**config.mk**
```make
export PLATFORM = sky130hd
export DESIGN_NAME = fetch_queue
export DESIGN_NICKNAME = d
export VERILOG_FILES = /design/src/lsb_pkg.sv /design/src/fetch_queue.sv
export SDC_FILE = /design/constraint.sdc
export NUM_CORES = 1
export LEC_CHECK = 0
export BUFFER_PORTS_ARGS = -buffer_cell sky130_fd_sc_hd__clkbuf_2
export CORE_UTILIZATION = 55
export DETAILED_ROUTE_END_ITERATION = 16
export GPL_TIMING_DRIVEN = 0
export PLACE_DENSITY = 0.85
export REMOVE_ABC_BUFFERS = 1
export SYNTH_ARGS = -nofsm -noshare
export SYNTH_HDL_FRONTEND = slang
export SYNTH_SLANG_ARGS = --single-unit
```
**constraint.sdc**
```tcl
create_clock -name clk -period 6.81 [get_ports clk]
set_input_delay 0.3405 -clock clk [delete_from_list [all_inputs] [get_ports clk]]
set_output_delay 0.3405 -clock clk [all_outputs]
set_load 0.05 [all_outputs]
```
**src/lsb_pkg.sv**
```systemverilog
`default_nettype none

package lsb_pkg;

    // ****************************************
    // Sizes
    // ****************************************

    localparam int unsigned XLEN          = 32;
    localparam int unsigned TAG_W         = 3;
    localparam int unsigned LSB_DEPTH     = 8;   // One entry per ROB tag.
    localparam int unsigned FQ_DEPTH      = 8;
    localparam int unsigned FQ_PTR_W      = 3;
    localparam int unsigned FQ_FULL_LEVEL = 6;   // Two slots of slack for requests in flight.
    localparam int unsigned RAM_AW        = 10;  // Addresses wrap modulo 1024.

    // ****************************************
    // Types
    // ****************************************

    typedef logic [TAG_W-1:0] tag_t;

    localparam tag_t TAG_NONE = '0;  // Tag 0 means no operation.

    // Codes follow the core's load/store opcode subset.
    typedef enum logic [4:0] {
        LB  = 5'b10010,
        LH  = 5'b10011,
        LW  = 5'b10100,
        LBU = 5'b10101,
        LHU = 5'b10110,
        SB  = 5'b10111,
        SH  = 5'b11000,
        SW  = 5'b11001
    } mem_op_t;

    typedef struct packed {
        tag_t            tag;
        mem_op_t         op;
        logic [XLEN-1:0] addr;
        logic [XLEN-1:0] data;   // Store data.
    } mem_req_t;

    typedef struct packed {
        tag_t            tag;
        logic [XLEN-1:0] value;  // Zero for a store.
    } mem_res_t;

endpackage

`default_nettype wire

```
**src/fetch_queue.sv**
```systemverilog
`timescale 1ns/1ns
`default_nettype none

module fetch_queue (
    input  wire                          clk,
    input  wire                          rst,
    input  wire                          push,
    input  wire [lsb_pkg::XLEN-1:0]      push_pc,
    input  wire                          pop,
    output logic                         head_valid,
    output logic [lsb_pkg::XLEN-1:0]     head_pc,
    output logic                         full
);

    import lsb_pkg::*;

    logic [XLEN-1:0]     pc_q [FQ_DEPTH];
    logic [FQ_PTR_W-1:0] head_q;
    logic [FQ_PTR_W-1:0] tail_q;
    logic [FQ_PTR_W:0]   count_q;
    logic [FQ_PTR_W:0]   count_d;

    always_comb begin
        count_d = count_q;
        case ({push, pop})
            2'b10:   count_d = count_q + 1'b1;
            2'b01:   count_d = count_q - 1'b1;
            default: count_d = count_q;  // Push and pop together keep the level.
        endcase
    end

    always_ff @(posedge clk) begin
        if (push) begin
            pc_q[tail_q] <= push_pc;
        end
    end

    always_ff @(posedge clk) begin
        if (!rst) begin
            head_q  <= '0;
            tail_q  <= '0;
            count_q <= '0;
            full    <= 1'b0;
        end else begin
            if (push) begin
                tail_q <= tail_q + 1'b1;  // Wraps at FQ_DEPTH.
            end
            if (pop) begin
                head_q <= head_q + 1'b1;
            end
            count_q <= count_d;
            full    <= (count_d >= FQ_FULL_LEVEL);
        end
    end

    assign head_valid = (count_q != '0);
    assign head_pc    = pc_q[head_q];

    a_no_overflow: assert property (
        @(posedge clk) disable iff (!rst)
        push |-> (count_q != FQ_DEPTH)
    ) else $error("fetch push into full queue");

    a_no_underflow: assert property (
        @(posedge clk) disable iff (!rst)
        pop |-> (count_q != '0)
    ) else $error("fetch pop from empty queue");

endmodule

`default_nettype wire

```
==> run metrics <==
main combinational cell family by area after synthesis multiplexers; Final GP Congestion 0.730; floorplan die width 140 um; vias 4,722; Die Outline Area 19,500 um^2; number of iterations in the first detailed-routing pass 4; global-route usage over all layers 20.0%; pin count of the biggest net entering global routing 65; antenna diode instance count 0; setup clock skew after layout 0.0162 ns; area share of the largest cell type after synthesis 73.8%; total detailed-routing wirelength 18,900 um; adder-cell share of the synthesized area 0.600%; CP startpoint kind flip-flop; flip-flop and latch count after synthesis 270; Synth Flop Type sky130_fd_sc_hd__edfxtp_1; placed wire-length estimate after detailed placement 11,500 um; worst slew slack as a fraction of its limit 41.5%; leading post-synthesis cells by cell area sky130_fd_sc_hd__edfxtp_1 74%, sky130_fd_sc_hd__mux4_1 10%, sky130_fd_sc_hd__mux4_2 5.2%; transition at the pin with the smallest max-transition slack 0.873 ns; library cell with the largest summed area after synthesis sky130_fd_sc_hd__edfxtp_1; most used standard cell by instance count after synthesis sky130_fd_sc_hd__edfxtp_1; Final Max Slew Viols 0; area added between synthesis and finish 15.8%; FILL cells 1,132; number of global-route vias before repair 5,117; Max-cap violations 0; clock edge transition at the registers on the reported setup and hold paths 0.06 ns; Pwr per Cell Area 300 nW/um^2; delay of the slowest cell on the worst path 0.63 ns; Lkg Pwr 4.06 nW; layout cells sized above 1 34.3%; class of the tightest hold or removal check in -> reg; number of buffers inserted during clock tree synthesis 25; antenna violations before repair 0; clock sink count 270; fraction of registers with async set/reset 0%; # setup viols final 0; IR Drop Worst-Case VDD 0.000223 V; Detail Route Antenna Nets 0; syn avg cell area 23.5 um^2; register area share after synthesis 76.4%; remaining global-route overflow 0; net count reported at finish 579; number of synthesized flops with an enable pin 256; CP endpoint kind output pin; Syn. warnings 0; total I/O pin count 70; Core Area 18,300 um^2; post-route setup TNS 0 ns; Final Hold Viols 0; via/cell ratio 6.01; CTS tree yes; simple-gate share of the synthesized area 1.58%; Arrival @ worst endpoint 2.61 ns; synthesized netlist cell count 444; number of buffer and inverter instances along the worst setup path 2; category of the most critical setup path reg -> out; critical path's top delay family multiplexers; mux cell area share after synthesis 19.1%; violation count after the first detailed-route iteration 291; slowest stage cell on the critical path sky130_fd_sc_hd__mux4_1; number of remaining DRC errors 0; compound-gate portion of the synthesized area 0.408%; buffer levels on the longest clock path 3; WL per Instance 24.0 um; post-CTS setup buffers 0; share of the cycle needed by the critical path after routing 43.4%; result of the run completed; Post-CTS Resized 0; cell chosen for the clock root sky130_fd_sc_hd__clkbuf_16; first-pass GRT wire length 28,600 um; number of I/O port buffers 69; top achievable clock speed 0.339 GHz; biggest fanout along the worst timing path 48; Placement Rows 49; fin crit period 2.95 ns; Hold Worst Slack 0.0695 ns; xor-xnor portion of the synthesized cell area 0.504%; most frequent cells after synthesis 256 x sky130_fd_sc_hd__edfxtp_1, 40 x sky130_fd_sc_hd__mux4_1, 33 x sky130_fd_sc_hd__mux2_2, 24 x sky130_fd_sc_hd__mux4_2, 15 x sky130_fd_sc_hd__nor2_1; Crit path required time 6.47 ns; ordered list of cells on the worst path buf_16, mux4_1, mux2_2, clkbuf_2; clock latency of the later-clocked register in the worst-skew pair 0.52 ns; distinct cell type count after synthesis 27; RSZ-0062 raised after global routing false; Clock H-tree levels 1; Post-CTS Hold Buffers 0; netlist area before placement 10,400 um^2; Chip Height 140 um; initial core utilization 57.0%
-- power by group --
part / switching (mW) / internal (mW) / total [mW] / leakage, nW
registers: 0.0327 / 1.86 / 1.89 / 2.44
clock network: 0.562 / 0.796 / 1.36 / 0.406
logic: 0.232 / 0.143 / 0.375 / 1.21
-- cell families after synthesis --
group                    count (synthesis)
multiplexers                           100
flip-flops                             270
AND/OR/NAND/NOR                         35
adder cells (fa/ha/maj)                  5
buffers and inverters                   21
AO/OA/AOI/OAI                            7
XOR/XNOR                                 6
-- tightest hold or removal path, stage by stage --
cell,delay [ns]
sky130_fd_sc_hd__clkbuf_2,0.10
sky130_fd_sc_hd__nand2_1,0.06
sky130_fd_sc_hd__inv_1,0.05
-- cells in the final DEF, fill, tap and decap left out, types with 3 or more instances in the layout --
cell and count:
sky130_fd_sc_hd__edfxtp_1 256, sky130_fd_sc_hd__clkbuf_2 69, sky130_fd_sc_hd__mux4_1 40, sky130_fd_sc_hd__mux2_2 33, sky130_fd_sc_hd__clkbuf_16 27, sky130_fd_sc_hd__mux4_2 24, sky130_fd_sc_hd__dfxtp_1 11, sky130_fd_sc_hd__nor2_1 9
sky130_fd_sc_hd__nand2_1 8, sky130_fd_sc_hd__buf_6 8, sky130_fd_sc_hd__clkbuf_1 7, sky130_fd_sc_hd__buf_12 7, sky130_fd_sc_hd__nor2_4 6, sky130_fd_sc_hd__xor2_1 5, sky130_fd_sc_hd__ha_1 5, sky130_fd_sc_hd__clkinv_2 5
sky130_fd_sc_hd__nand2b_1 3, sky130_fd_sc_hd__mux2i_1 3, sky130_fd_sc_hd__nor2b_1 3, sky130_fd_sc_hd__o21ai_0 3, sky130_fd_sc_hd__clkbuf_8 3
-- metrics by stage --
stage	total power, mW	cells	setup WS [ns]	cell area (um^2)	util, %
after floorplan	2.19	426	3.13	10300	-
after global placement	2.28	724	1.30	10900	59.8
after detailed placement	2.30	740	4.37	11200	61.6
after CTS	3.65	786	3.82	12100	66.1
after global routing	3.73	786	3.77	12100	66.1
final	3.62	786	3.86	12100	66.1
-- layer usage --
| layer | GRT usage, % | routed length (um) |
|---|---|---|
| met1 | 25.2 | 7410 |
| met2 | 35.4 | 9840 |
| met3 | 3.75 | 1090 |
| met4 | 6.36 | 541 |
| met5 | 0 | 0 |
-- worst paths after layout --
check	cells after the start	start	end	slack (ns)
worst max-delay path	4	flip-flop	head_pc[21]	3.86
worst min-delay path	3	rst	count_q[1]$_SDFF_PN0_	0.07
worst max register to register	4	tail_q[0]$_SDFFE_PN0P_	pc_q[1][7]$_DFFE_PP_	4.76
worst min register to register	2	count_q[3]$_SDFF_PN0_	count_q[3]$_SDFF_PN0_	0.52
-- layout make-up --
class	instances	area, um^2	area share, %
clock buffer	37	743	6.16
inverter	3	11.3	0.0933
timing repair buffer	85	603	5.00
multi-input combinational	153	2370	19.6
sequential	270	7980	66.1
clock inverter	9	76.3	0.632
tap	229	287	2.37
-- registers in the layout, summed over array words and instances (netlist names), named ones only --
name	flops
pc_q	256
count_q	4
head_q	3
tail_q	3
full	1
(Power assumes the default switching activity.)
