<file path="src/lsb_pkg.sv">
`default_nettype none

package lsb_pkg;

    // ****************************************
    // Sizes
    // ****************************************

    localparam int unsigned XLEN          = 32;
    localparam int unsigned TAG_W         = 3;
    localparam int unsigned LSB_DEPTH     = 8;   // One entry per ROB tag.
    localparam int unsigned FQ_DEPTH      = 8;
    localparam int unsigned FQ_PTR_W      = 3;
    localparam int unsigned FQ_FULL_LEVEL = 6;   // Two slots of slack for requests in flight.
    localparam int unsigned RAM_AW        = 10;  // Addresses wrap modulo 1024.

    // ****************************************
    // Types
    // ****************************************

    typedef logic [TAG_W-1:0] tag_t;

    localparam tag_t TAG_NONE = '0;  // Tag 0 means no operation.

    // Codes follow the core's load/store opcode subset.
    typedef enum logic [4:0] {
        LB  = 5'b10010,
        LH  = 5'b10011,
        LW  = 5'b10100,
        LBU = 5'b10101,
        LHU = 5'b10110,
        SB  = 5'b10111,
        SH  = 5'b11000,
        SW  = 5'b11001
    } mem_op_t;

    typedef struct packed {
        tag_t            tag;
        mem_op_t         op;
        logic [XLEN-1:0] addr;
        logic [XLEN-1:0] data;   // Store data.
    } mem_req_t;

    typedef struct packed {
        tag_t            tag;
        logic [XLEN-1:0] value;  // Zero for a store.
    } mem_res_t;

endpackage

`default_nettype wire

</file>
<file path="src/lsb_entry_buf.sv">
`timescale 1ns/1ns
`default_nettype none

module lsb_entry_buf (
    input  wire                     clk,
    input  wire                     rst,
    input  wire                     issue_valid,
    input  wire lsb_pkg::mem_req_t  issue,
    input  wire lsb_pkg::tag_t      commit_tag,
    input  wire                     entry_done,
    input  wire lsb_pkg::tag_t      done_tag,
    output logic                    sel_valid,
    output lsb_pkg::mem_req_t       sel_req
);

    import lsb_pkg::*;

    mem_req_t               entry_q [LSB_DEPTH];
    logic [LSB_DEPTH-1:0]   busy_q;

    // ****************************************
    // Entry storage
    // ****************************************

    always_ff @(posedge clk) begin
        if (issue_valid) begin
            entry_q[issue.tag] <= issue;
        end
    end

    always_ff @(posedge clk) begin
        if (!rst) begin
            busy_q <= '0;
        end else begin
            if (entry_done) begin
                busy_q[done_tag] <= 1'b0;
            end
            if (issue_valid) begin
                busy_q[issue.tag] <= 1'b1;  // A new issue wins over a completion.
            end
        end
    end

    // ****************************************
    // Commit selection
    // ****************************************

    assign sel_valid = (commit_tag != TAG_NONE) && busy_q[commit_tag];
    assign sel_req   = entry_q[commit_tag];

    // ****************************************
    // Checks
    // ****************************************

    a_issue_tag_nonzero: assert property (
        @(posedge clk) disable iff (!rst)
        issue_valid |-> (issue.tag != TAG_NONE)
    ) else $error("issue with tag 0");

    // The sequencer only finishes work that this buffer handed out.
    a_done_on_busy: assert property (
        @(posedge clk) disable iff (!rst)
        entry_done |-> busy_q[done_tag]
    ) else $error("entry_done for idle tag %0d", done_tag);

endmodule

`default_nettype wire

</file>
<file path="config.mk">
export PLATFORM = sky130hd
export DESIGN_NAME = lsb_entry_buf
export DESIGN_NICKNAME = d
export VERILOG_FILES = /design/src/lsb_pkg.sv /design/src/lsb_entry_buf.sv
export SDC_FILE = /design/constraint.sdc
export NUM_CORES = 1
export LEC_CHECK = 0
export ABC_CLOCK_PERIOD_IN_PS = 10500
export BUFFER_PORTS_ARGS = -buffer_cell sky130_fd_sc_hd__buf_2
export CAP_MARGIN = 20
export CELL_PAD_IN_SITES_DETAIL_PLACEMENT = 1
export CELL_PAD_IN_SITES_GLOBAL_PLACEMENT = 1
export CORE_MARGIN = 2
export CORE_UTILIZATION = 53
export DETAILED_ROUTE_END_ITERATION = 10
export GPL_ROUTABILITY_DRIVEN = 0
export PLACE_DENSITY_LB_ADDON = 0.1
export REMOVE_ABC_BUFFERS = 1
export SLEW_MARGIN = 20
export SYNTH_ARGS = -nofsm -noshare
export SYNTH_HDL_FRONTEND = slang
export SYNTH_SLANG_ARGS = --single-unit
</file>
<file path="constraint.sdc">
create_clock -name clk -period 10.5 [get_ports clk]
set_input_delay 2.625 -clock clk [delete_from_list [all_inputs] [get_ports clk]]
set_output_delay 2.625 -clock clk [all_outputs]
set_load 0.1 [all_outputs]
</file>
==> impl_metrics.json, run 1 <==
{
  "antenna_left": 0,
  "path_cells": "buf_8 -> buf_4 -> mux4_2 -> mux2_2 -> buf_2",
  "dp_slack_ns": 2.76,
  "clk_latency_ns": 0.59,
  "via_per_inst": 5.83,
  "numCtsBuffers": 57,
  "ir_worst_vdd_mv": 0.167,
  "status": "complete, no violations",
  "num_io_pins": 155,
  "grt.total_usage_pct": 20.6,
  "final-hold-violation-count": 0,
  "tightest_slew_ns": 1.09,
  "synth.avg_cell_area_um2": 25.0,
  "hp-class": "reg2reg",
  "worst-path-max-fanout": 64,
  "startpoint": "commit_tag[0]",
  "drc_errors": 0,
  "power_density_nw_per_um2": 202,
  "vias": 9556,
  "fin_nets": 1149,
  "firstDrtPassIters": 4,
  "grt_pass1_vias": 10400,
  "cellLeakagePower_nw": 8.15,
  "ctsRootBufferMaster": "clkbuf_16",
  "cts_hold_buf": 0,
  "dr.first_iter.drc_count": 708,
  "relSlewSlack_pct": 27.6,
  "finalCritPeriodShare_pct": 72.5,
  "ys_types": 20,
  "fin_crit_ns": 7.62,
  "fin_cells": 1640,
  "max_freq_ghz": 0.131,
  "report.final.slew_viol_count": 0,
  "final_core_util_pct": 61.5,
  "hpwl_um": 22500,
  "skew_ns": 0,
  "dpl.cell_count": 1540,
  "slowest_delay_ns": 0.58,
  "required_ns": 7.88,
  "cts_tree": "done",
  "htreeDepth": 2,
  "fin_tns_setup_ns": 0,
  "ys_ff_latch": 583,
  "antenna_found_initial": 5,
  "start_util_pct": 53.8,
  "rows": 74,
  "hold_start": "busy_q[7]",
  "drive_gt1_share_pct": 42.8,
  "core-area_um2": 40900,
  "start_kind": "input port",
  "yosys_warnings": 0,
  "worstPathArrival_ns": 4.99,
  "critPathSlowestCell": "buf_4",
  "fillers": 3336,
  "die_x_um": 208,
  "clkSinkCount": 583,
  "numPortBuffers": 154,
  "maxCapViolCount": 0,
  "syn_to_final_growth_pct": 14.2,
  "ys_seq_area_share_pct": 79.2,
  "setup_viol": 0,
  "wire_per_inst_um": 26.4,
  "syn_inst": 880,
  "rsz0062_at_grt": "no",
  "clk_path_buf_depth": 3,
  "grt_max_degree": 79,
  "grt_pass1_wl_um": 66100,
  "dieArea_um2": 43200,
  "worstSetupPathType": "in2out",
  "cts_setup_buffers": 0,
  "fp.dieH_um": 208,
  "reg2reg_from": "busy_q[5]",
  "drt_wl_total_um": 43400,
  "mappedNetlistArea_um2": 22000,
  "gr-total-overflow": 0,
  "cts_resized": 0,
  "worst_slack_ns": 2.88,
  "critPathCaptureType": "primary output",
  "clk_pin_slew_ns": 0.05
}
==> report_power, final <==
part	switching [mW]	total, mW	internal, mW
clock network	0.814	1.93	1.11
registers	0.0174	2.65	2.64
logic	0.363	0.495	0.132
total	1.19	5.07	3.88
==> cell usage in the layout, fill, tap and decap left out, drive strengths merged <==
master / netlist / routed
edfxtp: 576 / 576
inv: 0 / 2
mux2i: 3 / 3
mux4: 144 / 144
dfxtp: 7 / 7
clkinv: 0 / 22
a311o: 1 / 1
diode: 0 / 1
nor2b: 2 / 2
clkinvlp: 0 / 4
nor2: 2 / 2
o22ai: 1 / 1
nor3b: 4 / 4
nor3: 1 / 1
and3b: 2 / 2
nand2: 5 / 5
o31a: 1 / 1
mux2: 72 / 72
nand2b: 4 / 4
bufinv: 0 / 5
clkbuf: 13 / 66
buf: 29 / 170
o21a: 13 / 13
==> through the flow <==
step                      hold WS [ns]  power (mW)  cell area [um2]
after floorplan                  0.529        3.06            21800
after global placement           0.539        3.19            23400
after detailed placement         0.558        3.21            23400
after CTS                        0.578        5.13            25200
after global routing             0.603        5.24            25200
final                            0.572        5.07            25200
==> area by class of cell <==
| class | instances | area (um2) | share of cell area [%] |
|---|---|---|---|
| sequential | 583 | 17400 | 69.3 |
| timing repair buffer | 170 | 935 | 3.71 |
| tap | 532 | 666 | 2.65 |
| clock buffer | 66 | 1460 | 5.80 |
| antenna | 1 | 2.50 | 0.00995 |
| multi-input combinational | 255 | 4370 | 17.4 |
| clock inverter | 33 | 295 | 1.17 |
==> synth_stat cells <==
cell / instances / area (um2)
mux2_2: 72 / 811
o22ai_1: 1 / 6.26
buf_6: 14 / 158
o31a_1: 1 / 8.76
mux4_2: 144 / 3240
and3b_1: 2 / 17.5
edfxtp_1: 576 / 17300
nor2_1: 2 / 7.51
a311o_1: 1 / 10.0
nor3b_1: 4 / 30.0
buf_2: 4 / 20.0
buf_1: 11 / 41.3
dfxtp_1: 7 / 140
nor2b_1: 2 / 12.5
nand2_1: 5 / 18.8
mux2i_1: 3 / 30.0
nand2b_1: 4 / 25.0
o21a_1: 13 / 97.6
clkbuf_1: 13 / 48.8
nor3_1: 1 / 5.00
==> layer usage <==
layer  vias to the layer above  GRT usage, %  wire, um
met2                       212          34.2     21700
met1                      5115          28.4     18700
met5                         -             0        56
li1                       4156             -         -
met4                         8          4.99       838
met3                        65          4.55      2080
==> cell families after synthesis <==
kind of cell,count (synthesis),synth area share [%]
buffers and inverters,42,1.22
AND/OR/NAND/NOR,20,0.528
AO/OA/AOI/OAI,16,0.557
multiplexers,219,18.5
flip-flops,583,79.2
==> worst paths after layout <==
kind | endpoint | depth (start not counted) | slack (ns)
worst min register to register | busy_q[7] | 2 | 0.57
worst min-delay path | busy_q[7] | 2 | 0.57
worst max register to register | busy_q[5] | 2 | 9.81
worst max-delay path | sel_req[7] | 5 | 2.88
==> worst max-delay path: cells and delay by family <==
kind / cells / cell delay (ns)
buffers and inverters: 3 / 1.43
muxes: 2 / 0.87
==> registers in the layout (all words and copies together) (netlist names) <==
name and flops:
busy_q 7, entry_q 576
No activity file was read; power rests on OpenSTA's default activity.
==> run 2: changes to the inputs <==
--- a/config.mk
+++ b/config.mk
@@ -5,13 +5,14 @@
 export SDC_FILE = /design/constraint.sdc
 export NUM_CORES = 1
 export LEC_CHECK = 0
-export ABC_CLOCK_PERIOD_IN_PS = 10500
+export ABC_AREA = 1
+export ABC_CLOCK_PERIOD_IN_PS = 7200
 export BUFFER_PORTS_ARGS = -buffer_cell sky130_fd_sc_hd__buf_2
 export CAP_MARGIN = 20
 export CELL_PAD_IN_SITES_DETAIL_PLACEMENT = 1
 export CELL_PAD_IN_SITES_GLOBAL_PLACEMENT = 1
 export CORE_MARGIN = 2
-export CORE_UTILIZATION = 53
+export CORE_UTILIZATION = 48
 export DETAILED_ROUTE_END_ITERATION = 10
 export GPL_ROUTABILITY_DRIVEN = 0
 export PLACE_DENSITY_LB_ADDON = 0.1
==> constraint.sdc (replaced) <==
create_clock -name clk -period 7.2 [get_ports clk]
set_input_delay 1.8 -clock clk [delete_from_list [all_inputs] [get_ports clk]]
set_output_delay 1.8 -clock clk [all_outputs]
set_load 0.1 [all_outputs]
==> run 2 against run 1 <==
  * Sequential power grew 46%
  * Routed wire length up 49%
  * Non-clock buffer count increased by 11
  * Sequential cell count unchanged
  * Critical path depth rose by 5
  * Power up 50%
  * Register-to-register slack worse by 3.3 ns
  * Combinational power rose by 70%
  * Synthesized area increased by 15%
  * Sequential share of layout area down 7.6 points
  * Utilization fell by 7.5 points
==> impl_metrics.json, run 2 <==
{
  "firstDrtPassIters": 5,
  "yosys.area.top_type_share_pct": 68.4,
  "rsz0062_at_grt": "no",
  "power_density_nw_per_um2": 270,
  "fin_tns_setup_ns": 0,
  "drc_errors": 0,
  "cts_resized": 0,
  "mappedNetlistArea_um2": 25300,
  "relSlewSlack_pct": 28.9,
  "hp-class": "reg2reg",
  "drt_wl_total_um": 64500,
  "ys_seq_area_share_pct": 68.9,
  "total_power_mw": 7.63,
  "grt.total_usage_pct": 24.0,
  "mostFrequentLayoutCell": "nand2_1",
  "skew_ns": 0,
  "critPathCaptureType": "primary output",
  "ir_worst_vdd_mv": 0.227,
  "largest_register_ffs": 576,
  "fp.dieH_um": 234,
  "synthFlopType": "edfxtp_1",
  "hold_depth": 2,
  "gr-total-overflow": 0,
  "synth-edff-count": 576,
  "htreeDepth": 2,
  "fin_nets": 2710,
  "yosysMostFrequentCell": "nand2_1",
  "hold-path-endpoint": "busy_q[7]",
  "numCtsBuffers": 60,
  "worst-path-max-fanout": 151,
  "dp_slack_ns": 1.40,
  "worstRegToRegCells": 2,
  "rows": 84,
  "core-area_um2": 52300,
  "clkSinkCount": 583,
  "synthArstFlopShare_pct": 0,
  "num_io_pins": 155,
  "r2r_slack_ns": 6.54,
  "start_util_pct": 48.3,
  "hpwl_um": 35500,
  "start_kind": "input port",
  "ys_ff_latch": 583,
  "setup_viol": 0,
  "cellLeakagePower_nw": 12.9,
  "worstSetupPathType": "in2out",
  "ctsRootBufferMaster": "clkbuf_16",
  "dieArea_um2": 54500,
  "status": "complete, no violations",
  "clk_latency_ns": 0.61,
  "cts_setup_buffers": 0,
  "grt_pass1_wl_um": 100000,
  "required_ns": 5.40,
  "antenna_left": 0,
  "worstPathArrival_ns": 3.97,
  "fin_crit_ns": 5.77,
  "syn_to_final_growth_pct": 11.7,
  "max_freq_ghz": 0.173,
  "drive_gt1_share_pct": 9.95,
  "hold_start": "busy_q[7]",
  "synthTopCellsByCount": "1103 x nand2_1, 576 x edfxtp_1, 457 x inv_1",
  "worst_slack_ns": 1.43,
  "final_cell_mix": "1103 x nand2_1, 576 x edfxtp_1, 448 x inv_1",
  "clk_path_buf_depth": 3,
  "synth.largest_area_cell": "edfxtp_1",
  "vias": 17000,
  "die_x_um": 234,
  "clk_pin_slew_ns": 0.06,
  "yosys_warnings": 0,
  "largest_registers": "entry_q x576, busy_q x7",
  "via_per_inst": 5.05,
  "syn_inst": 2497,
  "report.final.slew_viol_count": 0,
  "finalCritPeriodShare_pct": 80.1,
  "synth.avg_cell_area_um2": 10.1,
  "synthTopCellsByArea": "edfxtp_1 68%, nand2_1 16%, inv_1 6.8%, nand3_1 4.4%, buf_6 1.6%",
  "maxCapViolCount": 0,
  "cts_hold_buf": 0,
  "grt_max_degree": 152,
  "final-hold-violation-count": 0,
  "reg2reg_from": "busy_q[3]",
  "timing.rr.end": "busy_q[3]",
  "largest_register": "entry_q",
  "antenna_found_initial": 5,
  "startpoint": "commit_tag[0]",
  "cts_tree": "done",
  "tightest_slew_ns": 1.07,
  "ys_types": 16,
  "numPortBuffers": 154,
  "dr.first_iter.drc_count": 1014,
  "grt_pass1_vias": 18200,
  "wire_per_inst_um": 19.2
}
==> run 2: cell types whose count changed after synthesis, sizes merged, moves of 72 or more <==
cell   change
nand3    +222
inv      +459
mux4     -144
nand2   +1098
buf       +76
mux2      -72
==> run 2: worst max-delay path: stages <==
cell	delay [ns]
buf_8	0.14
inv_8	0.61
buf_4	0.42
nand2_1	0.10
nand2_1	0.08
nand2_1	0.05
nand2_1	0.08
nand2_1	0.05
nand2_1	0.06
buf_2	0.42
==> run 2: how the worst max path moves through the flow <==
stage          cells past startpoint          end  slack (ns)
2_1_floorplan                      5   sel_req[0]        0.58
3_3_place_gp                      10  sel_req[54]        1.47
3_5_place_dp                      10  sel_req[20]        1.40
4_1_cts                           10  sel_req[54]        1.39
5_1_grt                           10  sel_req[20]        1.24
6_report                          10  sel_req[13]        1.43
==> run 2: cell type report <==
type	instances	area (um2)
repair buffers	181	1080
flip-flops and latches	583	17400
well taps	688	861
clock inverters	31	218
inverters	459	1740
clock buffers	77	1590
fillers	5832	24100
multi-input cells	1343	5340
diodes	3	7.51
==> run 2: cell families (layout without fill, tap and decap cells) <==
family	after synthesis	in the layout	synth area share, %
compound gates	14	14	0.277
buf+inv	571	748	9.97
flops	583	583	68.9
other cells	0	3	0
simple gates	1329	1329	20.8
==> run 2: per-stage QoR <==
step	utilization [%]	area [um2]	instances	hold WS [ns]
after floorplan	-	24500	2385	0.450
after global placement	50.5	26400	3252	0.462
after detailed placement	50.5	26400	3253	0.476
after CTS	54.0	28200	3361	0.498
after global routing	54.0	28300	3363	0.529
final	54.0	28300	3365	0.499
==> run 2: metal layers <==
| layer | wire length [um] | up-vias | GRT usage (%) |
|---|---|---|---|
| met5 | 39 | - | 0 |
| met4 | 1690 | 6 | 8.23 |
| met3 | 2620 | 113 | 3.38 |
| met2 | 32900 | 337 | 42.7 |
| met1 | 27300 | 8474 | 30.0 |
| li1 | - | 8075 | - |
==> run 2: power breakdown <==
part / internal [mW] / total [mW] / switching, mW
clock network: 1.65 / 2.91 / 1.26
logic: 0.157 / 0.843 / 0.685
registers: 3.85 / 3.87 / 0.0269
total: 5.65 / 7.63 / 1.98
