[src/lsb_pkg.sv]
`default_nettype none

package lsb_pkg;

    // ****************************************
    // Sizes
    // ****************************************

    localparam int unsigned XLEN          = 32;
    localparam int unsigned TAG_W         = 3;
    localparam int unsigned LSB_DEPTH     = 8;   // One entry per ROB tag.
    localparam int unsigned FQ_DEPTH      = 8;
    localparam int unsigned FQ_PTR_W      = 3;
    localparam int unsigned FQ_FULL_LEVEL = 6;   // Two slots of slack for requests in flight.
    localparam int unsigned RAM_AW        = 10;  // Addresses wrap modulo 1024.

    // ****************************************
    // Types
    // ****************************************

    typedef logic [TAG_W-1:0] tag_t;

    localparam tag_t TAG_NONE = '0;  // Tag 0 means no operation.

    // Codes follow the core's load/store opcode subset.
    typedef enum logic [4:0] {
        LB  = 5'b10010,
        LH  = 5'b10011,
        LW  = 5'b10100,
        LBU = 5'b10101,
        LHU = 5'b10110,
        SB  = 5'b10111,
        SH  = 5'b11000,
        SW  = 5'b11001
    } mem_op_t;

    typedef struct packed {
        tag_t            tag;
        mem_op_t         op;
        logic [XLEN-1:0] addr;
        logic [XLEN-1:0] data;   // Store data.
    } mem_req_t;

    typedef struct packed {
        tag_t            tag;
        logic [XLEN-1:0] value;  // Zero for a store.
    } mem_res_t;

endpackage

`default_nettype wire

[src/mem_sequencer.sv]
`timescale 1ns/1ns
`default_nettype none

module mem_sequencer (
    input  wire                          clk,
    input  wire                          rst,
    input  wire                          sel_valid,
    input  wire lsb_pkg::mem_req_t       sel_req,
    input  wire                          head_valid,
    input  wire [lsb_pkg::XLEN-1:0]      head_pc,
    output logic                         entry_done,
    output lsb_pkg::tag_t                done_tag,
    output logic                         fetch_pop,
    output logic [lsb_pkg::RAM_AW-1:0]   ram_addr,
    output logic                         ram_we,
    output logic [7:0]                   ram_wdata,
    input  wire [7:0]                    ram_rdata,
    output logic                         mem_ready,
    output lsb_pkg::mem_res_t            mem_result,
    output logic                         ins_ready,
    output logic [lsb_pkg::XLEN-1:0]     ins_value
);

    import lsb_pkg::*;

    typedef enum logic [2:0] {
        ST_IDLE,
        ST_WRITE,
        ST_READ,
        ST_COLLECT,
        ST_DONE
    } seq_state_t;

    seq_state_t         state;
    logic               is_fetch;
    logic [1:0]         cnt;        // Byte position.
    logic [1:0]         len_m1;     // Access length minus one.
    tag_t               cur_tag;
    mem_op_t            cur_op;
    logic [RAM_AW-1:0]  cur_addr;
    logic [XLEN-1:0]    word_q;     // Store data, or bytes collected so far.
    logic [XLEN-1:0]    rd_word;
    logic [XLEN-1:0]    load_value;

    function automatic logic op_is_store(input mem_op_t op);
        return (op == SB) || (op == SH) || (op == SW);
    endfunction

    function automatic logic [1:0] op_len_m1(input mem_op_t op);
        case (op)
            LW, SW:      return 2'd3;
            LH, LHU, SH: return 2'd1;
            default:     return 2'd0;
        endcase
    endfunction

    function automatic logic [XLEN-1:0] extend_load(input mem_op_t op, input logic [XLEN-1:0] w);
        case (op)
            LB:      return {{24{w[7]}}, w[7:0]};
            LBU:     return {24'd0, w[7:0]};
            LH:      return {{16{w[15]}}, w[15:0]};
            LHU:     return {16'd0, w[15:0]};
            default: return w;
        endcase
    endfunction

    // ****************************************
    // Datapath
    // ****************************************

    // Last byte arrives from the RAM in the collect cycle.
    always_comb begin
        rd_word = word_q;
        rd_word[8*len_m1 +: 8] = ram_rdata;
    end

    assign load_value = extend_load(cur_op, rd_word);

    assign ram_addr  = cur_addr + RAM_AW'(cnt);
    assign ram_we    = (state == ST_WRITE);
    assign ram_wdata = word_q[8*cnt +: 8];  // Low byte first.

    assign entry_done = (state == ST_DONE) && !is_fetch;
    assign fetch_pop  = (state == ST_DONE) && is_fetch;
    assign done_tag   = cur_tag;

    // ****************************************
    // Control
    // ****************************************

    always_ff @(posedge clk) begin
        if (!rst) begin
            state      <= ST_IDLE;
            is_fetch   <= 1'b0;
            cnt        <= '0;
            len_m1     <= '0;
            mem_ready  <= 1'b0;
            ins_ready  <= 1'b0;
            mem_result <= '0;
            ins_value  <= '0;
        end else begin
            mem_ready <= 1'b0;
            ins_ready <= 1'b0;
            case (state)
                ST_IDLE: begin
                    cnt <= '0;
                    if (sel_valid) begin  // Committed work goes before fetches.
                        is_fetch <= 1'b0;
                        cur_tag  <= sel_req.tag;
                        cur_op   <= sel_req.op;
                        cur_addr <= sel_req.addr[RAM_AW-1:0];
                        word_q   <= sel_req.data;
                        len_m1   <= op_len_m1(sel_req.op);
                        state    <= op_is_store(sel_req.op) ? ST_WRITE : ST_READ;
                    end else if (head_valid) begin
                        is_fetch <= 1'b1;
                        cur_addr <= head_pc[RAM_AW-1:0];
                        len_m1   <= 2'd3;
                        state    <= ST_READ;
                    end
                end
                ST_WRITE: begin
                    cnt <= cnt + 1'b1;
                    if (cnt == len_m1) begin
                        state            <= ST_DONE;
                        mem_ready        <= 1'b1;
                        mem_result.tag   <= cur_tag;
                        mem_result.value <= '0;
                    end
                end
                ST_READ: begin
                    if (cnt != 2'd0) begin
                        word_q[8*(cnt - 2'd1) +: 8] <= ram_rdata;  // Byte of last cycle.
                    end
                    if (cnt == len_m1) begin
                        state <= ST_COLLECT;
                    end else begin
                        cnt <= cnt + 1'b1;
                    end
                end
                ST_COLLECT: begin
                    state <= ST_DONE;
                    if (is_fetch) begin
                        ins_ready <= 1'b1;
                        ins_value <= rd_word;
                    end else begin
                        mem_ready        <= 1'b1;
                        mem_result.tag   <= cur_tag;
                        mem_result.value <= load_value;
                    end
                end
                ST_DONE: begin
                    state <= ST_IDLE;
                end
                default: begin
                    state <= ST_IDLE;
                end
            endcase
        end
    end

    // ****************************************
    // Checks
    // ****************************************

    a_one_ready: assert property (
        @(posedge clk) disable iff (!rst)
        !(mem_ready && ins_ready)
    ) else $error("mem_ready and ins_ready together");

    a_we_on_store: assert property (
        @(posedge clk) disable iff (!rst)
        ram_we |-> (!is_fetch && op_is_store(cur_op))
    ) else $error("ram_we outside a store");

endmodule

`default_nettype wire

[config.mk]
export PLATFORM = sky130hd
export DESIGN_NAME = mem_sequencer
export DESIGN_NICKNAME = d
export VERILOG_FILES = /design/src/lsb_pkg.sv /design/src/mem_sequencer.sv
export SDC_FILE = /design/constraint.sdc
export NUM_CORES = 1
export LEC_CHECK = 0
export BUFFER_PORTS_ARGS = -buffer_cell sky130_fd_sc_hd__buf_2
export CORE_ASPECT_RATIO = 0.7
export CORE_UTILIZATION = 40
export DETAILED_ROUTE_END_ITERATION = 10
export PLACE_DENSITY = 0.64
export SLEW_MARGIN = 20
export SYNTH_ARGS = -nofsm -noshare
export SYNTH_HDL_FRONTEND = slang
export SYNTH_SLANG_ARGS = --single-unit
[constraint.sdc]
create_clock -name clk -period 3.1 [get_ports clk]
set_input_delay 0.62 -clock clk [delete_from_list [all_inputs] [get_ports clk]]
set_output_delay 0.62 -clock clk [all_outputs]
set_load 0.05 [all_outputs]
==> results of run 1 <==
[layout make-up]
cell class,count,area (um2),share of cell area (%)
clock buffers,18,450,5.86
clock inverters,14,138,1.79
inverters,12,45.0,0.586
multi-input cells,419,2840,36.9
flip-flops and latches,127,3040,39.6
well taps,195,244,3.17
repair buffers,179,933,12.1
[through the flow]
step / hold slack (ns) / std cells
after floorplan: 0.509 / 597
after global placement: 0.432 / 932
after detailed placement: 0.436 / 932
after CTS: 0.380 / 964
after global routing: 0.380 / 964
final: 0.389 / 964
[worst register-to-register path, delay by kind of cell, from the launching register on]
family          cells  cell delay, ns
buf+inv             2            0.35
flops               1            0.62
simple gates        1            0.28
fa+ha+maj           1            0.44
compound gates      3            0.75
[cells by family (layout without fill, tap and decap cells)]
family,count (synthesis),count (layout),share of synthesized area [%]
compound gates,156,156,17.8
xor+xnor,14,14,2.12
simple gates,214,214,18.1
buf+inv,51,223,4.16
flops,127,127,49.6
mux,23,23,5.67
fa+ha+maj,12,12,2.57
[per-layer routing]
metal	global-route usage, %	vias to the layer above	share of wire (%)
li1	-	2499	-
met1	34.7	2437	48
met2	30.8	277	41
met3	5.45	13	10
met4	5.92	0	0.73
met5	0	-	0
[final timing paths]
check / slack (ns) / to
setup / recovery: 0.38 / ram_addr[4]
hold / removal: 0.39 / done_tag[2]
setup reg to reg: 0.57 / mem_result[17]
hold reg to reg: 0.44 / mem_result[28]
[Yosys cell counts (3+ instances only)]
library cell	number
sky130_fd_sc_hd__dfxtp_1	77
sky130_fd_sc_hd__nand2_1	73
sky130_fd_sc_hd__nor2_1	53
sky130_fd_sc_hd__edfxtp_1	50
sky130_fd_sc_hd__a211oi_1	31
sky130_fd_sc_hd__o21ai_0	25
sky130_fd_sc_hd__a21oi_1	21
sky130_fd_sc_hd__and2_1	20
sky130_fd_sc_hd__nor2b_1	17
sky130_fd_sc_hd__o31ai_1	17
sky130_fd_sc_hd__a22oi_1	16
sky130_fd_sc_hd__clkbuf_1	16
sky130_fd_sc_hd__buf_2	12
sky130_fd_sc_hd__inv_1	12
sky130_fd_sc_hd__ha_1	11
sky130_fd_sc_hd__a31oi_1	10
sky130_fd_sc_hd__mux2_2	10
sky130_fd_sc_hd__xnor2_1	10
sky130_fd_sc_hd__a22o_1	9
sky130_fd_sc_hd__o211ai_1	9
sky130_fd_sc_hd__mux4_2	8
sky130_fd_sc_hd__o21ai_2	8
sky130_fd_sc_hd__or3_1	8
sky130_fd_sc_hd__buf_4	5
sky130_fd_sc_hd__nand3_1	5
sky130_fd_sc_hd__buf_6	4
sky130_fd_sc_hd__mux2i_1	4
sky130_fd_sc_hd__nor3_1	4
sky130_fd_sc_hd__nor3b_1	4
sky130_fd_sc_hd__and4b_1	3
sky130_fd_sc_hd__nand2b_1	3
sky130_fd_sc_hd__xor2_1	3
[flip-flops by register name, summed over array words and instances, names as in the netlist, 2 cells and up]
name,flops
done_tag,3
len_m1,2
state,3
mem_result,35
word_q,32
cur_addr,10
cur_op,5
cnt,2
ins_value,32
[where the power goes]
| part | switching, mW | internal, mW | leakage [nW] | total (mW) |
|---|---|---|---|---|
| Clock | 0.744 | 1.23 | 0.296 | 1.97 |
| Sequential | 0.220 | 2.04 | 1.09 | 2.26 |
| Combinational | 1.80 | 0.809 | 1.73 | 2.61 |
==> results.sh, run 1 <==
export IMPL_synthDominantCellAreaShare_pct=25.1
export IMPL_grt_overflow_total=0
export IMPL_port_buffers=164
export IMPL_final_critical_path_setup_slack_ns=0.384
export IMPL_reg2reg_from="len_m1[0]"
export IMPL_tritoncts="done"
export IMPL_fin_worst_skew_ns=0.00668
export IMPL_irDropWorstVdd_mv=0.413
export IMPL_postLayoutCellArea_um2=7690
export IMPL_post_synth_top_area_cell="sky130_fd_sc_hd__dfxtp_1"
export IMPL_half_perimeter_wire_length_of_the_detailed_placement_result_um=13300
export IMPL_start_util_pct=41.4
export IMPL_number_of_antenna_violations_at_the_first_check_in_global_routing=0
export IMPL_crit_path_start="cnt[0]"
export IMPL_timing_worst_setup_path_type="reg -> out"
export IMPL_p_leak_nw=3.11
export IMPL_edff_count_synth=50
export IMPL_netlist_top_cells_area="sky130_fd_sc_hd__dfxtp_1, sky130_fd_sc_hd__edfxtp_1, sky130_fd_sc_hd__nand2_1"
export IMPL_setup_total_negative_slack_ns=0
export IMPL_cts_setup_buffers=0
export IMPL_finalNetCount=884
export IMPL_cp_slowest_stage_delay_ns=0.47
export IMPL_status="completed"
export IMPL_routed_wire_length_per_instance_um=18.0
export IMPL_worstSetupPathDepth=5
export IMPL_most_common_library_cell_in_the_layout_ignoring_fill_and_taps="sky130_fd_sc_hd__buf_2"
export IMPL_clock_edge_transition_at_the_registers_on_the_reported_setup_and_hold_paths_ns=0.06
export IMPL_report_final_hold_viol_count=0
export IMPL_core_occupancy_in_the_finished_layout_pct=51.9
export IMPL_post_synthesis_cell_count=597
export IMPL_rows=37
export IMPL_drt_first_iter_violations=380
export IMPL_maxCapViolations=0
export IMPL_netlist_area_um2=6130
export IMPL_critical_path_arrival_ns=2.10
export IMPL_ios=209
export IMPL_worst_path_max_delay_cell="sky130_fd_sc_hd__fa_1"
export IMPL_replace_congestion=0.837
export IMPL_dieArea_um2=15800
export IMPL_post_cts_hold_buffer_count=0
export IMPL_crit_path_cell_trace="ha_1, fa_1, nand3_1, xnor2_1, buf_2"
export IMPL_critical_path_startpoint_type="register"
export IMPL_via_count=5226
export IMPL_syn2layout_area_growth_pct=25.4
export IMPL_cts_buffers_inserted=17
export IMPL_post_route_cells_drive_above_1_share_pct=32.5
export IMPL_globalRouteTotalUtil_pct=22.5
export IMPL_avgViaCountPerCell=5.42
export IMPL_wire_length_of_the_first_global_routing_pass_um=26800
export IMPL_clock_tree_buffer_depth=2
export IMPL_rsz_0062_raised_after_global_routing="false"
export IMPL_grt_max_degree=48
export IMPL_timing_final_crit_period_ns=2.72
export IMPL_worst_path_dominant_cell_family="adder cells"
export IMPL_holdCritStartpoint="sel_req[71]"
export IMPL_hold_depth=1
export IMPL_floorplan_die_width_um=150
export IMPL_tritoncts_sinks=127
export IMPL_achievable_frequency_mhz=368
export IMPL_antenna_violating_nets_post_route=0
export IMPL_placement_cell_area_um2=7100
export IMPL_crit_path_max_fanout=9
export IMPL_timing_reg2reg_worst_path_depth=7
export IMPL_fraction_of_the_yosys_area_taken_by_sequential_cells_pct=49.6
export IMPL_cts_repair_resize_count=0
export IMPL_dp_slack_ns=0.605
export IMPL_detail_route_drc_violations=0
export IMPL_timing_critical_path_to_type="output pin"
export IMPL_max_slew_margin_pct=48.3
export IMPL_synth_nets=725
export IMPL_design_core_area_um2=14800
export IMPL_timing_critical_path_required_ns=2.48
export IMPL_clock_tree_root_cell="sky130_fd_sc_hd__clkbuf_16"
export IMPL_yosys_register_bits=127
export IMPL_synth_flop_cell="sky130_fd_sc_hd__dfxtp_1"
export IMPL_worstPathBufferInverterCount=1
export IMPL_worst_slew_pin_slew_ns=0.772
export IMPL_floorplan_die_height_um=106
export IMPL_clock_insertion_delay_worst_skew_ns=0.41
export IMPL_powerDensity_nw_per_um2=889
export IMPL_synth_distinct_cells=63
export IMPL_ys_warnings_count=0
export IMPL_timing_hold_worst_class="in -> reg"
export IMPL_setup_violations=0
export IMPL_antenna_diode_count=0
export IMPL_power_total_mw=6.84
export IMPL_fin_crit_share_pct=87.6
export IMPL_timing_final_max_slew_violations=0
export IMPL_wl_um=17300
export IMPL_drt_pass1_iterations=5
export IMPL_nFillCells=1348
export IMPL_most_common_layout_cells="sky130_fd_sc_hd__buf_2, sky130_fd_sc_hd__dfxtp_1, sky130_fd_sc_hd__nand2_1"
export IMPL_vias_in_the_first_global_route=4911
export IMPL_synth_async_reset_ratio_pct=0
export IMPL_syn_mean_instance_area_um2=10.3
export IMPL_cts_htree_levels=4
Power figures use the tool's default switching activity.
==> run 2, diff against run 1 <==
--- a/config.mk
+++ b/config.mk
@@ -5,10 +5,12 @@
 export SDC_FILE = /design/constraint.sdc
 export NUM_CORES = 1
 export LEC_CHECK = 0
+export ABC_AREA = 1
 export BUFFER_PORTS_ARGS = -buffer_cell sky130_fd_sc_hd__buf_2
 export CORE_ASPECT_RATIO = 0.7
 export CORE_UTILIZATION = 40
 export DETAILED_ROUTE_END_ITERATION = 10
+export GPL_TIMING_DRIVEN = 0
 export PLACE_DENSITY = 0.64
 export SLEW_MARGIN = 20
 export SYNTH_ARGS = -nofsm -noshare
==> run 2 against run 1 <==
  * First-iteration DRC count grew 51%
  * Power grew 3.8%
  * Non-clock buffer count grew 22
  * Setup slack lost 0.22 ns
  * Largest cell class unchanged
==> results.sh, run 2 <==
export IMPL_critical_path_startpoint_type="input port"
export IMPL_synth_nets=898
export IMPL_globalRouteTotalUtil_pct=25.4
export IMPL_cts_buffers_inserted=17
export IMPL_largest_register_ff_count=35
export IMPL_replace_congestion=0.934
export IMPL_design_core_area_um2=15000
export IMPL_drt_pass1_iterations=5
export IMPL_wire_length_of_the_first_global_routing_pass_um=30400
export IMPL_timing_critical_path_to_type="register"
export IMPL_syn_mean_instance_area_um2=8.07
export IMPL_edff_count_synth=50
export IMPL_drt_first_iter_violations=572
export IMPL_status="completed"
export IMPL_post_route_cells_drive_above_1_share_pct=25.0
export IMPL_routed_wire_length_per_instance_um=17.0
export IMPL_floorplan_die_width_um=151
export IMPL_number_of_antenna_violations_at_the_first_check_in_global_routing=0
export IMPL_synthDominantCellAreaShare_pct=24.8
export IMPL_cts_repair_resize_count=2
export IMPL_final_critical_path_setup_slack_ns=0.168
export IMPL_most_common_layout_cells="sky130_fd_sc_hd__buf_2, sky130_fd_sc_hd__nand2_1, sky130_fd_sc_hd__o21ai_0"
export IMPL_clock_tree_root_cell="sky130_fd_sc_hd__clkbuf_16"
export IMPL_grt_max_degree=17
export IMPL_antenna_violating_nets_post_route=0
export IMPL_floorplan_die_height_um=106
export IMPL_fin_worst_skew_ns=0.0139
export IMPL_cts_setup_buffers=0
export IMPL_detail_route_drc_violations=0
export IMPL_timing_critical_path_required_ns=3.15
export IMPL_critical_path_arrival_ns=2.98
export IMPL_yosys_register_bits=127
export IMPL_tritoncts="done"
export IMPL_setup_violations=0
export IMPL_synth_distinct_cells=38
export IMPL_groute_layer_met2_usage_pct=35.3
export IMPL_crit_path_max_fanout=10
export IMPL_timing_hold_worst_class="in -> reg"
export IMPL_clock_edge_transition_at_the_registers_on_the_reported_setup_and_hold_paths_ns=0.06
export IMPL_timing_reg2reg_worst_path_depth=6
export IMPL_ios=209
export IMPL_max_slew_margin_pct=43.2
export IMPL_report_final_hold_viol_count=0
export IMPL_half_perimeter_wire_length_of_the_detailed_placement_result_um=15200
export IMPL_antenna_diode_count=0
export IMPL_syn2layout_area_growth_pct=26.5
export IMPL_most_common_library_cell_in_the_layout_ignoring_fill_and_taps="sky130_fd_sc_hd__buf_2"
export IMPL_global_route_usage_met3_pct=6.05
export IMPL_clock_insertion_delay_worst_skew_ns=0.42
export IMPL_irDropWorstVdd_mv=0.428
export IMPL_p_leak_nw=3.61
export IMPL_cts_htree_levels=4
export IMPL_vias_in_the_first_global_route=5590
export IMPL_ys_warnings_count=0
export IMPL_core_occupancy_in_the_finished_layout_pct=52.6
export IMPL_most_common_cell_in_the_netlist="sky130_fd_sc_hd__nand2_1"
export IMPL_tritoncts_sinks=127
export IMPL_global_route_peak_usage_layer="met1"
export IMPL_wl_um=19700
export IMPL_avgViaCountPerCell=5.30
export IMPL_grt_overflow_total=0
export IMPL_rows=37
export IMPL_synth_async_reset_ratio_pct=0
export IMPL_fraction_of_met1_tracks_used_by_global_routing_pct=38.4
export IMPL_maxCapViolations=0
export IMPL_post_cts_hold_buffer_count=0
export IMPL_top_regs="mem_result (35), ins_value (32), word_q (32)"
export IMPL_fin_crit_share_pct=94.6
export IMPL_finalNetCount=1080
export IMPL_dp_slack_ns=-0.548
export IMPL_achievable_frequency_mhz=341
export IMPL_clock_tree_buffer_depth=2
export IMPL_netlist_top_cells_area="sky130_fd_sc_hd__dfxtp_1, sky130_fd_sc_hd__edfxtp_1, sky130_fd_sc_hd__nand2_1"
export IMPL_dieArea_um2=16000
export IMPL_netlist_area_um2=6210
export IMPL_start_util_pct=41.6
export IMPL_timing_worst_setup_path_type="in -> reg"
export IMPL_via_count=6146
export IMPL_post_synth_most_frequent_cells="sky130_fd_sc_hd__nand2_1, sky130_fd_sc_hd__o21ai_0, sky130_fd_sc_hd__nor2_1"
export IMPL_timing_final_max_slew_violations=0
export IMPL_post_synth_top_area_cell="sky130_fd_sc_hd__dfxtp_1"
export IMPL_worst_slew_pin_slew_ns=0.851
export IMPL_nFillCells=1465
export IMPL_fraction_of_the_yosys_area_taken_by_sequential_cells_pct=49.0
export IMPL_registers_top_by_ff_count="mem_result"
export IMPL_powerDensity_nw_per_um2=903
export IMPL_post_synthesis_cell_count=770
export IMPL_timing_final_crit_period_ns=2.93
export IMPL_port_buffers=163
export IMPL_hold_depth=1
export IMPL_synth_flop_cell="sky130_fd_sc_hd__dfxtp_1"
export IMPL_rsz_0062_raised_after_global_routing="false"
run 2: changes by cell type after synthesis, sizes merged, moves of 10 or more:
cell,previous run,this run
nor2b,17,0
o31ai,17,0
nand3,5,70
o21ai,34,108
nand2,73,168
inv,12,43
nand4,2,12
and2,20,0
a211oi,33,1
o22ai,0,10
nor2,55,94
a21oi,21,49
a22oi,16,1
run 2: routing by layer:
layer | up-vias | routed length, um | part of all wire, %
li1 | 2982 | - | -
met1 | 2823 | 9360 | 48
met2 | 327 | 8020 | 41
met3 | 14 | 2120 | 11
met4 | 0 | 174 | 0.88
met5 | - | 0 | 0
run 2: final timing paths:
path | start | to | slack (ns)
worst max-delay path | rst | word_q[15] | 0.17
worst min-delay path | sel_req[69] | done_tag[0] | 0.37
worst max register to register | cnt[1] | word_q[30] | 0.31
worst min register to register | mem_result[8] | mem_result[8] | 0.46
run 2: area by class of cell:
class                      count  area [um2]  share of cell area [%]
multi-input combinational    560        2830                    36.0
clock buffer                  23         489                    6.22
clock inverter                 9        81.3                    1.03
timing repair buffer         163         816                    10.4
tap                          195         244                    3.10
sequential                   127        3040                    38.7
buffer                        38         189                    2.40
inverter                      45         169                    2.15
run 2: report_power, final:
part / leakage, nW / switching, mW / internal [mW]
clock network: 0.279 / 0.736 / 1.19
logic: 2.24 / 2.16 / 0.724
registers: 1.09 / 0.213 / 2.08
run 2: logic make-up after synthesis:
| logic type | after synthesis | share of synthesized area (%) |
|---|---|---|
| xor+xnor | 10 | 1.41 |
| compound gates | 180 | 15.3 |
| simple gates | 348 | 24.2 |
| flops | 127 | 49.0 |
| fa+ha+maj | 12 | 2.54 |
| mux | 10 | 1.81 |
| buf+inv | 83 | 5.76 |
run 2: worst max-delay path, stage by stage:
cell,delay [ns]
sky130_fd_sc_hd__clkbuf_1,0.37
sky130_fd_sc_hd__clkinv_1,0.41
sky130_fd_sc_hd__nor2_2,0.63
sky130_fd_sc_hd__nor2_1,0.23
sky130_fd_sc_hd__a21oi_1,0.71
run 2: through the flow:
stage | hold slack (ns) | instance area, um2 | TNS (ns) | instances | power [mW]
2_1_floorplan | 0.525 | 6210 | 0 | 770 | 4.32
3_3_place_gp | 0.450 | 7270 | -12.43 | 1128 | 5.12
3_5_place_dp | 0.450 | 7270 | -14.73 | 1128 | 5.13
4_1_cts | 0.358 | 7850 | 0 | 1160 | 7.06
5_1_grt | 0.362 | 7860 | 0 | 1160 | 7.49
6_report | 0.372 | 7860 | 0 | 1160 | 7.10
==> run 3, diff against run 2 <==
--- a/config.mk
+++ b/config.mk
@@ -12,6 +12,7 @@
 export DETAILED_ROUTE_END_ITERATION = 10
 export GPL_TIMING_DRIVEN = 0
 export PLACE_DENSITY = 0.64
+export RECOVER_POWER = 25
 export SLEW_MARGIN = 20
 export SYNTH_ARGS = -nofsm -noshare
 export SYNTH_HDL_FRONTEND = slang
==> run 3 against run 2 <==
  * Critical path depth stayed put
  * Hold slack better by 0.0020 ns
  * Setup slack better by 0.026 ns
  * Highest routed layer unchanged
  * Routed wire length is 0.37% higher
  * Utilization is 0.44 points lower
  * Critical endpoint is now word_q[11]
  * Sequential power hardly changed
  * Sequential share of layout area is 0.32 points higher
  * Combinational power hardly changed
  * Register-to-register slack worse by 0.03 ns
  * Clock-buffer cell count stayed put
==> results.sh, run 3 (same netlist as run 2, synthesis figures left out) <==
export IMPL_switching_power_mw=3.10
export IMPL_worst_slew_pin_slew_ns=0.842
export IMPL_replace_congestion=0.934
export IMPL_report_final_hold_viol_count=0
export IMPL_clock_tree_root_cell="sky130_fd_sc_hd__clkbuf_16"
export IMPL_setup_violations=0
export IMPL_power_share_sequential_pct=32.4
export IMPL_avgViaCountPerCell=5.30
export IMPL_largest_register_ff_count=35
export IMPL_timing_hold_worst_class="in -> reg"
export IMPL_half_perimeter_wire_length_of_the_detailed_placement_result_um=15200
export IMPL_wl_um=19700
export IMPL_maxCapViolations=0
export IMPL_grt_max_degree=17
export IMPL_status="completed"
export IMPL_setup_total_negative_slack_ns=0
export IMPL_most_common_layout_cells="sky130_fd_sc_hd__nand2_1, sky130_fd_sc_hd__buf_2, sky130_fd_sc_hd__o21ai_0"
export IMPL_drt_pass1_iterations=5
export IMPL_registers_top_by_ff_count="mem_result"
export IMPL_comb_power_share_pct=40.5
export IMPL_hold_depth=1
export IMPL_switching_share_pct=43.8
export IMPL_post_route_cells_drive_above_1_share_pct=19.7
export IMPL_timing_worst_setup_path_type="in -> reg"
export IMPL_wire_length_of_the_first_global_routing_pass_um=30400
export IMPL_floorplan_die_width_um=151
export IMPL_fin_worst_skew_ns=0.0125
export IMPL_globalRouteTotalUtil_pct=25.4
export IMPL_rsz_0062_raised_after_global_routing="false"
export IMPL_syn2layout_area_growth_pct=25.4
export IMPL_tritoncts="done"
export IMPL_irDropWorstVdd_mv=0.427
export IMPL_clock_tree_buffer_depth=2
export IMPL_dieArea_um2=16000
export IMPL_cts_buffers_inserted=17
export IMPL_ios=209
export IMPL_tritoncts_sinks=127
export IMPL_design_core_area_um2=15000
export IMPL_antenna_violating_nets_post_route=0
export IMPL_floorplan_die_height_um=106
export IMPL_clock_insertion_delay_worst_skew_ns=0.42
export IMPL_top_regs="mem_result (35), ins_value (32), word_q (32)"
export IMPL_timing_reg2reg_worst_path_depth=6
export IMPL_p_leak_nw=3.40
export IMPL_finalNetCount=1080
export IMPL_p_int_mw=3.98
export IMPL_powerDensity_nw_per_um2=907
export IMPL_timing_critical_path_required_ns=3.14
export IMPL_critical_path_startpoint_type="input port"
export IMPL_routed_wire_length_per_instance_um=17.0
export IMPL_via_count=6148
export IMPL_number_of_antenna_violations_at_the_first_check_in_global_routing=0
export IMPL_rows=37
export IMPL_grt_overflow_total=0
export IMPL_critical_path_arrival_ns=2.95
export IMPL_detail_route_drc_violations=0
export IMPL_timing_final_crit_period_ns=2.91
export IMPL_max_slew_margin_pct=43.8
export IMPL_port_buffers=163
export IMPL_achievable_frequency_mhz=344
export IMPL_most_common_library_cell_in_the_layout_ignoring_fill_and_taps="sky130_fd_sc_hd__nand2_1"
export IMPL_layoutNonFillerInstCount=1160
export IMPL_vias_in_the_first_global_route=5590
export IMPL_drt_first_iter_violations=538
export IMPL_fin_crit_share_pct=93.8
export IMPL_cts_htree_levels=4
export IMPL_timing_critical_path_to_type="register"
export IMPL_crit_path_max_fanout=10
export IMPL_clock_edge_transition_at_the_registers_on_the_reported_setup_and_hold_paths_ns=0.06
export IMPL_antenna_diode_count=0
export IMPL_core_occupancy_in_the_finished_layout_pct=52.1
export IMPL_start_util_pct=41.6
export IMPL_power_clock_fraction_pct=27.1
export IMPL_nFillCells=1494
export IMPL_place_inst=1128
export IMPL_cts_setup_buffers=0
export IMPL_timing_final_max_slew_violations=0
## run 3: cell count changes in the layout (fill, tap and decap cells not counted)
| cell | change |
|---|---|
| sky130_fd_sc_hd__nor2_2 | -1 |
| sky130_fd_sc_hd__clkbuf_1 | +50 |
| sky130_fd_sc_hd__nor2_1 | +1 |
| sky130_fd_sc_hd__buf_2 | -50 |
## run 3: metrics by stage
| step | hold slack (ns) | instance area, um2 | setup WS (ns) | power (mW) |
|---|---|---|---|---|
| floorplan | 0.525 | 6210 | 0.384 | 4.32 |
| global placement | 0.450 | 7270 | -0.457 | 5.12 |
| detailed placement | 0.450 | 7270 | -0.548 | 5.13 |
| CTS | 0.358 | 7850 | 0.150 | 7.06 |
| global route | 0.362 | 7790 | 0.0555 | 7.48 |
| finish | 0.374 | 7790 | 0.193 | 7.07 |
## run 3: cell type report
cell class | count | area [um2] | share of cell area, %
buffer | 38 | 189 | 2.42
clock buffer | 23 | 489 | 6.28
clock inverter | 9 | 81.3 | 1.04
inverter | 45 | 169 | 2.17
multi-input combinational | 560 | 2830 | 36.2
sequential | 127 | 3040 | 39.1
tap | 195 | 244 | 3.13
timing repair buffer | 163 | 753 | 9.66
## run 3: power by group through the flow
stage / sequential [mW] / combinational [mW] / clock (mW)
after global placement: 2.31 / 2.81 / 0
after CTS: 2.28 / 2.84 / 1.94
after detailed placement: 2.31 / 2.82 / 0
final: 2.29 / 2.86 / 1.92
after floorplan: 2.53 / 1.79 / 0
after global routing: 2.32 / 3.12 / 2.03
## run 3: path summary, 6_finish.rpt
path                            slack [ns]          start       endpoint
worst max-delay path                  0.19            rst     word_q[11]
worst min-delay path                  0.37    sel_req[69]    done_tag[0]
worst max register to register        0.28         cnt[1]     word_q[30]
worst min register to register        0.46  mem_result[8]  mem_result[8]
## run 3: worst max-delay path, cell delays in order
cell                       delay (ns)
sky130_fd_sc_hd__clkbuf_1        0.36
sky130_fd_sc_hd__clkinv_1        0.40
sky130_fd_sc_hd__nor2_2          0.64
sky130_fd_sc_hd__nor2_1          0.22
sky130_fd_sc_hd__a21oi_1         0.71
## run 3: layer usage
metal / global-route usage, % / wire length, um / vias up
li1: - / - / 2985
met1: 38.4 / 9310 / 2822
met2: 35.3 / 7970 / 321
met3: 6.05 / 2260 / 20
met4: 7.50 / 197 / 0
met5: 0 / 0 / -
## run 3: what timing repair did
action / 4_1_cts / 5_1_grt
endpoints found under the setup margin: 24 / 9
cloned: 0 / 0
hold buffers: 0 / 0
gates resized for setup: 2 / 2
